--- src/logic/uart_cmd_pkg.sv ---
package uart_cmd_pkg;

  localparam int CMD_WIDTH  = 16;
  localparam int BYTE_WIDTH = 8;

  // serial bit time in clock cycles.
  localparam int BIT_CYCLES      = 434;
  localparam int HALF_BIT_CYCLES = BIT_CYCLES / 2;

  localparam int GAP_CYCLES          = 100;            // idle high between the two write frames.
  localparam int RESP_TIMEOUT_CYCLES = 30 * BIT_CYCLES; // counted from the end of the read frame.

  localparam int BAUD_CNT_W    = $clog2(BIT_CYCLES);
  localparam int BIT_IDX_W     = $clog2(BYTE_WIDTH);
  localparam int GAP_CNT_W     = $clog2(GAP_CYCLES);
  localparam int TIMEOUT_CNT_W = $clog2(RESP_TIMEOUT_CYCLES);

  typedef enum logic [2:0] {
    PH_IDLE,
    PH_START,
    PH_DATA,
    PH_PARITY,
    PH_STOP
  } frame_phase_t;

  // bit 15 of a command word.
  typedef enum logic {
    OP_READ  = 1'b0,
    OP_WRITE = 1'b1
  } cmd_op_t;

  typedef enum logic [2:0] {
    S_IDLE,
    S_SEND_HI,
    S_GAP,
    S_SEND_LO,
    S_WAIT_RESP
  } seq_state_t;

endpackage
--- src/logic/uart_cmd_bridge.sv ---
module uart_cmd_bridge
  import uart_cmd_pkg::*;
(
  input  logic                  clk,
  input  logic                  rst_n,
  input  logic [CMD_WIDTH-1:0]  cmd_in,
  input  logic                  cmd_vld,
  output logic                  cmd_rdy,
  input  logic                  rx,
  output logic                  tx,
  output logic [BYTE_WIDTH-1:0] read_data,
  output logic                  read_rdy,
  output logic                  read_err
);

  logic [BYTE_WIDTH-1:0] tx_byte;
  logic                  tx_start;
  logic                  tx_done;
  logic [BYTE_WIDTH-1:0] rx_byte;
  logic                  rx_strobe;
  logic                  rx_err;

  cmd_sequencer u_seq (
    .clk       (clk),
    .rst_n     (rst_n),
    .cmd_in    (cmd_in),
    .cmd_vld   (cmd_vld),
    .cmd_rdy   (cmd_rdy),
    .tx_byte   (tx_byte),
    .tx_start  (tx_start),
    .tx_done   (tx_done),
    .rx_byte   (rx_byte),
    .rx_strobe (rx_strobe),
    .rx_err    (rx_err),
    .read_data (read_data),
    .read_rdy  (read_rdy),
    .read_err  (read_err)
  );

  uart_tx_frame u_tx (
    .clk      (clk),
    .rst_n    (rst_n),
    .tx_byte  (tx_byte),
    .tx_start (tx_start),
    .tx_done  (tx_done),
    .tx       (tx)
  );

  uart_rx_frame u_rx (
    .clk       (clk),
    .rst_n     (rst_n),
    .rx        (rx),
    .rx_byte   (rx_byte),
    .rx_strobe (rx_strobe),
    .rx_err    (rx_err)
  );

endmodule

--- src/logic/uart_rx_frame.sv ---
module uart_rx_frame
  import uart_cmd_pkg::*;
(
  input  logic                  clk,
  input  logic                  rst_n,
  input  logic                  rx,
  output logic [BYTE_WIDTH-1:0] rx_byte,
  output logic                  rx_strobe,
  output logic                  rx_err
);

  logic                  rx_meta;
  logic                  rx_sync;
  logic                  rx_prev;
  logic                  fall;
  frame_phase_t          phase;
  logic [BAUD_CNT_W-1:0] baud_cnt;
  logic [BIT_IDX_W-1:0]  bit_idx;
  logic [BYTE_WIDTH-1:0] data_sh;
  logic                  parity_bit;
  logic                  half_end;
  logic                  bit_end;
  logic                  restart;

  assign fall     = rx_prev && !rx_sync;
  assign half_end = (baud_cnt == BAUD_CNT_W'(HALF_BIT_CYCLES - 1));
  assign bit_end  = (baud_cnt == BAUD_CNT_W'(BIT_CYCLES - 1));
  // from mid start on, every bit is sampled one full bit time later.
  assign restart  = (phase == PH_IDLE) || bit_end || (phase == PH_START && half_end);

  always_ff @(posedge clk or negedge rst_n)
  begin
    if (!rst_n)
    begin
      rx_meta <= 1'b1;
      rx_sync <= 1'b1;
      rx_prev <= 1'b1;
    end
    else
    begin
      rx_meta <= rx;
      rx_sync <= rx_meta;
      rx_prev <= rx_sync;
    end
  end

  always_ff @(posedge clk or negedge rst_n)
  begin
    if (!rst_n)
    begin
      phase     <= PH_IDLE;
      baud_cnt  <= '0;
      bit_idx   <= '0;
      rx_strobe <= 1'b0;
    end
    else
    begin
      rx_strobe <= 1'b0;
      if (restart)
        baud_cnt <= '0;
      else
        baud_cnt <= baud_cnt + BAUD_CNT_W'(1);

      case (phase)
        PH_IDLE:
        begin
          if (fall)
            phase <= PH_START;
        end
        PH_START:
        begin
          if (rx_sync)
            phase <= PH_IDLE; // line went back high, so this was a glitch.
          else if (half_end)
          begin
            phase   <= PH_DATA;
            bit_idx <= '0;
          end
        end
        PH_DATA:
        begin
          if (bit_end)
          begin
            if (bit_idx == BIT_IDX_W'(BYTE_WIDTH - 1))
              phase <= PH_PARITY;
            else
              bit_idx <= bit_idx + BIT_IDX_W'(1);
          end
        end
        PH_PARITY:
        begin
          if (bit_end)
            phase <= PH_STOP;
        end
        PH_STOP:
        begin
          if (bit_end)
          begin
            phase     <= PH_IDLE;
            rx_strobe <= 1'b1;
          end
        end
        default:
        begin
          phase <= PH_IDLE;
        end
      endcase
    end
  end

  always_ff @(posedge clk)
  begin
    if (phase == PH_DATA && bit_end)
      data_sh <= {rx_sync, data_sh[BYTE_WIDTH-1:1]}; // lsb arrives first.
    if (phase == PH_PARITY && bit_end)
      parity_bit <= rx_sync;
    if (phase == PH_STOP && bit_end)
    begin
      rx_byte <= data_sh;
      rx_err  <= !(^{data_sh, parity_bit}) || !rx_sync;
    end
  end

endmodule

--- src/logic/uart_tx_frame.sv ---
module uart_tx_frame
  import uart_cmd_pkg::*;
(
  input  logic                  clk,
  input  logic                  rst_n,
  input  logic [BYTE_WIDTH-1:0] tx_byte,
  input  logic                  tx_start,
  output logic                  tx_done,
  output logic                  tx
);

  frame_phase_t          phase;
  logic [BAUD_CNT_W-1:0] baud_cnt;
  logic [BIT_IDX_W-1:0]  bit_idx;
  logic [BYTE_WIDTH-1:0] data_buf;
  logic                  parity_bit;
  logic                  load;
  logic                  bit_end;

  assign load    = (phase == PH_IDLE) && tx_start;
  assign bit_end = (baud_cnt == BAUD_CNT_W'(BIT_CYCLES - 1));
  assign tx_done = (phase == PH_STOP) && bit_end; // last cycle of the stop bit.

  always_ff @(posedge clk or negedge rst_n)
  begin
    if (!rst_n)
    begin
      phase    <= PH_IDLE;
      baud_cnt <= '0;
      bit_idx  <= '0;
      tx       <= 1'b1;
    end
    else
    begin
      if (phase == PH_IDLE || bit_end)
        baud_cnt <= '0;
      else
        baud_cnt <= baud_cnt + BAUD_CNT_W'(1);

      case (phase)
        PH_IDLE:
        begin
          if (tx_start)
          begin
            phase <= PH_START;
            tx    <= 1'b0;
          end
        end
        PH_START:
        begin
          if (bit_end)
          begin
            phase   <= PH_DATA;
            bit_idx <= '0;
            tx      <= data_buf[0]; // data goes out lsb first.
          end
        end
        PH_DATA:
        begin
          if (bit_end)
          begin
            if (bit_idx == BIT_IDX_W'(BYTE_WIDTH - 1))
            begin
              phase <= PH_PARITY;
              tx    <= parity_bit;
            end
            else
            begin
              bit_idx <= bit_idx + BIT_IDX_W'(1);
              tx      <= data_buf[bit_idx + BIT_IDX_W'(1)];
            end
          end
        end
        PH_PARITY:
        begin
          if (bit_end)
          begin
            phase <= PH_STOP;
            tx    <= 1'b1;
          end
        end
        PH_STOP:
        begin
          if (bit_end)
            phase <= PH_IDLE;
        end
        default:
        begin
          phase <= PH_IDLE;
          tx    <= 1'b1;
        end
      endcase
    end
  end

  always_ff @(posedge clk)
  begin
    if (load)
    begin
      data_buf   <= tx_byte;
      parity_bit <= ~^tx_byte; // makes the ones in data and parity an odd count.
    end
  end

endmodule

--- src/logic/cmd_sequencer.sv ---
module cmd_sequencer
  import uart_cmd_pkg::*;
(
  input  logic                  clk,
  input  logic                  rst_n,
  input  logic [CMD_WIDTH-1:0]  cmd_in,
  input  logic                  cmd_vld,
  output logic                  cmd_rdy,
  output logic [BYTE_WIDTH-1:0] tx_byte,
  output logic                  tx_start,
  input  logic                  tx_done,
  input  logic [BYTE_WIDTH-1:0] rx_byte,
  input  logic                  rx_strobe,
  input  logic                  rx_err,
  output logic [BYTE_WIDTH-1:0] read_data,
  output logic                  read_rdy,
  output logic                  read_err
);

  seq_state_t               state;
  cmd_op_t                  cmd_op;
  logic [BYTE_WIDTH-1:0]    cmd_lo;
  logic [GAP_CNT_W-1:0]     gap_cnt;
  logic [TIMEOUT_CNT_W-1:0] resp_cnt;
  logic                     cmd_accept;
  logic                     gap_done;
  logic                     resp_expired;

  assign cmd_rdy      = (state == S_IDLE);
  assign cmd_accept   = cmd_vld && cmd_rdy;
  assign gap_done     = (gap_cnt == GAP_CNT_W'(GAP_CYCLES - 1));
  assign resp_expired = (resp_cnt == TIMEOUT_CNT_W'(RESP_TIMEOUT_CYCLES - 1));

  always_ff @(posedge clk or negedge rst_n)
  begin
    if (!rst_n)
    begin
      state     <= S_IDLE;
      tx_start  <= 1'b0;
      gap_cnt   <= '0;
      resp_cnt  <= '0;
      read_rdy  <= 1'b0;
      read_data <= '0;
      read_err  <= 1'b0;
    end
    else
    begin
      tx_start <= 1'b0;
      read_rdy <= 1'b0;
      case (state)
        S_IDLE:
        begin
          if (cmd_accept)
          begin
            tx_start <= 1'b1; // high byte goes out the cycle after acceptance.
            state    <= S_SEND_HI;
          end
        end
        S_SEND_HI:
        begin
          gap_cnt  <= '0;
          resp_cnt <= '0;
          if (tx_done)
          begin
            if (cmd_op == OP_WRITE)
              state <= S_GAP;
            else
              state <= S_WAIT_RESP;
          end
        end
        S_GAP:
        begin
          gap_cnt <= gap_cnt + GAP_CNT_W'(1);
          if (gap_done)
          begin
            tx_start <= 1'b1;
            state    <= S_SEND_LO;
          end
        end
        S_SEND_LO:
        begin
          if (tx_done)
            state <= S_IDLE;
        end
        S_WAIT_RESP:
        begin
          resp_cnt <= resp_cnt + TIMEOUT_CNT_W'(1);
          if (rx_strobe)
          begin
            read_data <= rx_byte;
            read_err  <= rx_err;
            read_rdy  <= 1'b1;
            state     <= S_IDLE;
          end
          else if (resp_expired)
          begin
            read_data <= '0; // nothing came back from the device.
            read_err  <= 1'b1;
            read_rdy  <= 1'b1;
            state     <= S_IDLE;
          end
        end
        default:
        begin
          state <= S_IDLE;
        end
      endcase
    end
  end

  always_ff @(posedge clk)
  begin
    if (cmd_accept)
    begin
      cmd_op  <= cmd_op_t'(cmd_in[CMD_WIDTH-1]);
      cmd_lo  <= cmd_in[BYTE_WIDTH-1:0];
      tx_byte <= cmd_in[CMD_WIDTH-1 -: BYTE_WIDTH];
    end
    else if (state == S_GAP && gap_done)
    begin
      tx_byte <= cmd_lo; // low byte is loaded together with its start pulse.
    end
  end

endmodule

--- config.mk ---
export PLATFORM = sky130hd
export DESIGN_NAME = uart_cmd_bridge
export DESIGN_NICKNAME = d
export VERILOG_FILES = /design/src/logic/uart_cmd_pkg.sv /design/src/logic/uart_cmd_bridge.sv /design/src/logic/uart_rx_frame.sv /design/src/logic/uart_tx_frame.sv /design/src/logic/cmd_sequencer.sv
export SDC_FILE = /design/constraint.sdc
export NUM_CORES = 1
export LEC_CHECK = 0
export ABC_AREA = 1
export BUFFER_PORTS_ARGS = -buffer_cell sky130_fd_sc_hd__buf_2
export CAP_MARGIN = 0
export CORE_MARGIN = 2
export CORE_UTILIZATION = 65
export CTS_CLUSTER_SIZE = 28
export DETAILED_ROUTE_END_ITERATION = 7
export PLACE_DENSITY = 0.84
export SYNTH_ARGS = -nofsm -noshare
export SYNTH_HDL_FRONTEND = slang
export SYNTH_SLANG_ARGS = --single-unit
--- constraint.sdc ---
create_clock -name clk -period 3.2 [get_ports clk]
set_input_delay 0.16 -clock clk [delete_from_list [all_inputs] [get_ports clk]]
set_output_delay 0.16 -clock clk [all_outputs]
set_load 0.1 [all_outputs]
==> impl_metrics.tcl <==
set metrics [dict create \
    run_status "finished clean" \
    grt_pass1_vias 4273 \
    grt_max_degree 33 \
    syn_avg_cell_area_um2 9.213 \
    timing.hold.ws_ns 0.03954 \
    post-cts-setup-buffers 0 \
    core_um2 8093 \
    grt_use_total_pct 30.26 \
    synth-async-reset-ratio_pct 61.40 \
    p_leak_nw 2.984 \
    grt_pass1_wl_um 20290 \
    peakVddDrop_v 0.0006195 \
    overflow 0 \
    tightest_slew_ns 0.7066 \
    syn_nets 614 \
    fillCellCount 464 \
    total_power_mw 4.694 \
    p_per_area_nw_per_um2 730.9 \
    pin_count 32 \
    post-route-period-util_pct 62.83 \
    max_freq_mhz 497.4 \
    gp_congestion 0.8672 \
    ys_types 40 \
    required_ns 3.35 \
    start_util_pct 66.37 \
    cts_sinks 114 \
    multi_input_comb_area_um2 1972 \
    clk-insertion-delay-late_ns 0.53 \
    critPathLaunch "u_rx.baud_cnt[1]" \
    drt_wl_total_um 12420 \
    cp_max_fo 10 \
    finalMaxSlewViolations 0 \
    cap_violations 0 \
    finalSetupTns_ns 0 \
    instances_no_fill 765 \
    min_path_type "input pin to async pin" \
    criticalPathCategory "register to register" \
    wl_per_cell_um 16.23 \
    place_hpwl_um 7074 \
    vias 4300 \
    syn-instance-count 583 \
    ant_nets 0 \
    layout_setup_ws_ns 1.189 \
    n_antenna_cell 0 \
    synth_edf_count 44 \
    first_iter_violations 382 \
    rsz0062_at_grt "no" \
    ys_ff_latch 114 \
    die_area_um2 9007 \
    hold_viol 0 \
    drc 0 \
    layout.nets 678 \
    cp-end-kind "register" \
    setup_viol 0 \
    slew-limit-headroom_pct 52.72 \
    drive_above_1_share_pct 15.91 \
    layout.area.seq_um2 3078 \
    die-width_um 94.91 \
    final_core_util_pct 79.36 \
    r2r-start "u_rx.baud_cnt[1]" \
    htreeDepth 4 \
    first_pass_iters 7 \
    skew_ns 0.01653 \
    fin_area_um2 6422 \
    rows 33 \
    cts_tree "built" \
    syn-cell-area_um2 5371 \
    synth_flop_cell "dfrtp_1" \
    dp_cells 715 \
    die_y_um 94.91 \
    post_dp_cell_area_um2 5633 \
    place_ws_ns 1.253 \
    viasPerCell 5.621 \
    path_clk_slew_ns 0.06 \
    antenna_found_initial 0 \
    area_growth_pct 19.57 \
    worstPathArrival_ns 2.16 \
    root_buffer "clkbuf_8" \
    ys_seq_area_share_pct 57.30 \
    cts_buffers 17 \
    cts_max_path_buffers 2 \
    finalCriticalPeriod_ns 2.011 \
    worst_setup_path_start_kind "register" \
    yosysWarnings 0 \
    io_buffers 31 \
]
## where the power goes
part	switching (mW)	leakage [nW]	total (mW)	internal, mW
combinational	0.666	1.37	0.956	0.289
clock	0.722	0.286	1.93	1.21
sequential	0.121	1.33	1.81	1.69
total	1.51	2.98	4.69	3.18
## cells in the mapped netlist (all sizes together), types with 3 or more instances
master / n / area, um^2
nand2: 166 / 643.1
nand4: 7 / 43.79
ha: 11 / 137.6
inv: 74 / 277.8
dfstp: 4 / 105.1
nor2: 57 / 236.5
nor3: 13 / 75.07
nand3b: 4 / 30.03
nor3b: 3 / 22.52
dfrtp: 66 / 1652
xnor2: 9 / 78.83
buf: 5 / 36.28
xor2: 11 / 96.34
edfxtp: 44 / 1321
a21oi: 17 / 103.9
nand3: 44 / 225.2
o21ai: 32 / 163.9
## kinds of logic (layout without fill, tap and decap cells)
family / after synthesis / count (layout) / synth area share, %
AO/OA/AOI/OAI: 58 / 58 / 6.499
XOR/XNOR: 20 / 20 / 3.261
adder cells (fa/ha/maj): 11 / 11 / 2.562
buffers and inverters: 81 / 158 / 5.986
flip-flops: 114 / 114 / 57.30
AND/OR/NAND/NOR: 299 / 299 / 24.39
## flip-flops by register name, indices dropped and copies added, names as in the netlist, 3 cells and up
register and cells:
u_seq.cmd_lo 8, u_rx.baud_cnt 9, u_seq.state 3, u_tx.data_buf 8
u_seq.gap_cnt 7, u_tx.bit_idx 3, u_tx.phase 3, u_tx.baud_cnt 9
u_rx.phase 3, u_seq.resp_cnt 14, u_rx.data_sh 8, u_seq.read_data 8
u_seq.tx_byte 8, u_rx.bit_idx 3, u_rx.rx_byte 8
## cells in the final DEF (no fill, tap or decap), types with 2 or more instances in the layout
cell type	count
clkinvlp_4	4
clkbuf_8	3
ha_1	11
o21bai_1	2
inv_1	63
nor3b_1	3
inv_2	11
nand2_1	158
buf_4	2
nand4_1	7
nor4_1	2
a21oi_1	14
xnor2_1	9
dfrtp_1	66
o21ai_1	8
o22ai_1	2
inv_6	3
a21oi_2	2
clkbuf_16	17
edfxtp_1	44
o21ai_0	23
nor2_1	50
nand2_2	8
nand3_1	43
bufinv_16	2
nor2_2	6
nor3_1	11
nand3b_1	4
dfstp_2	4
o31ai_1	2
a22o_1	2
dlygate4sd3_1	18
nor3_2	2
xor2_1	11
clkinv_4	3
buf_2	31
## path summary, 6_finish.rpt
kind / to / slack [ns] / cells after the start
setup / recovery: u_rx.rx_err / 1.19 / 6
max in group asynchronous: u_rx.rx_prev / 2.43 / 3
hold / removal: u_tx.baud_cnt[3] / 0.04 / 2
hold reg to reg: u_rx.rx_sync / 0.36 / 0
setup reg to reg: u_rx.rx_err / 1.19 / 6
min in group clk: u_seq.state[2] / 0.11 / 5
## per-layer routing
metal / vias to the layer above / GRT usage (%) / wire [um]
li1: 2027 / - / -
met1: 2068 / 32.46 / 4629
met2: 161 / 54.73 / 6687
met3: 44 / 7.023 / 550
met4: 0 / 16.67 / 548
met5: - / 0 / 0
## timing repair
item / in CTS / in global routing
resized for setup: 0 / 0
hold buffers: 18 / 0
endpoints found under the hold margin: 84 / 0
setup endpoints to repair: 0 / 0
## critical path: stages, from the launching register on
cell and delay (ns):
dfrtp_1 0.40, inv_1 0.09, ha_1 0.17, inv_1 0.06, nor4_1 0.19, nand2_1 0.17, nor2_1 0.57
## layout make-up
class,count,area share (%)
Clock inverter,12,2.221
Inverter,75,4.383
Sequential cell,114,47.93
Multi-Input combinational cell,388,30.70
Clock buffer,20,7.267
Timing Repair Buffer,51,5.455
Tap cell,105,2.046
No activity file was read; power rests on OpenSTA's default activity.
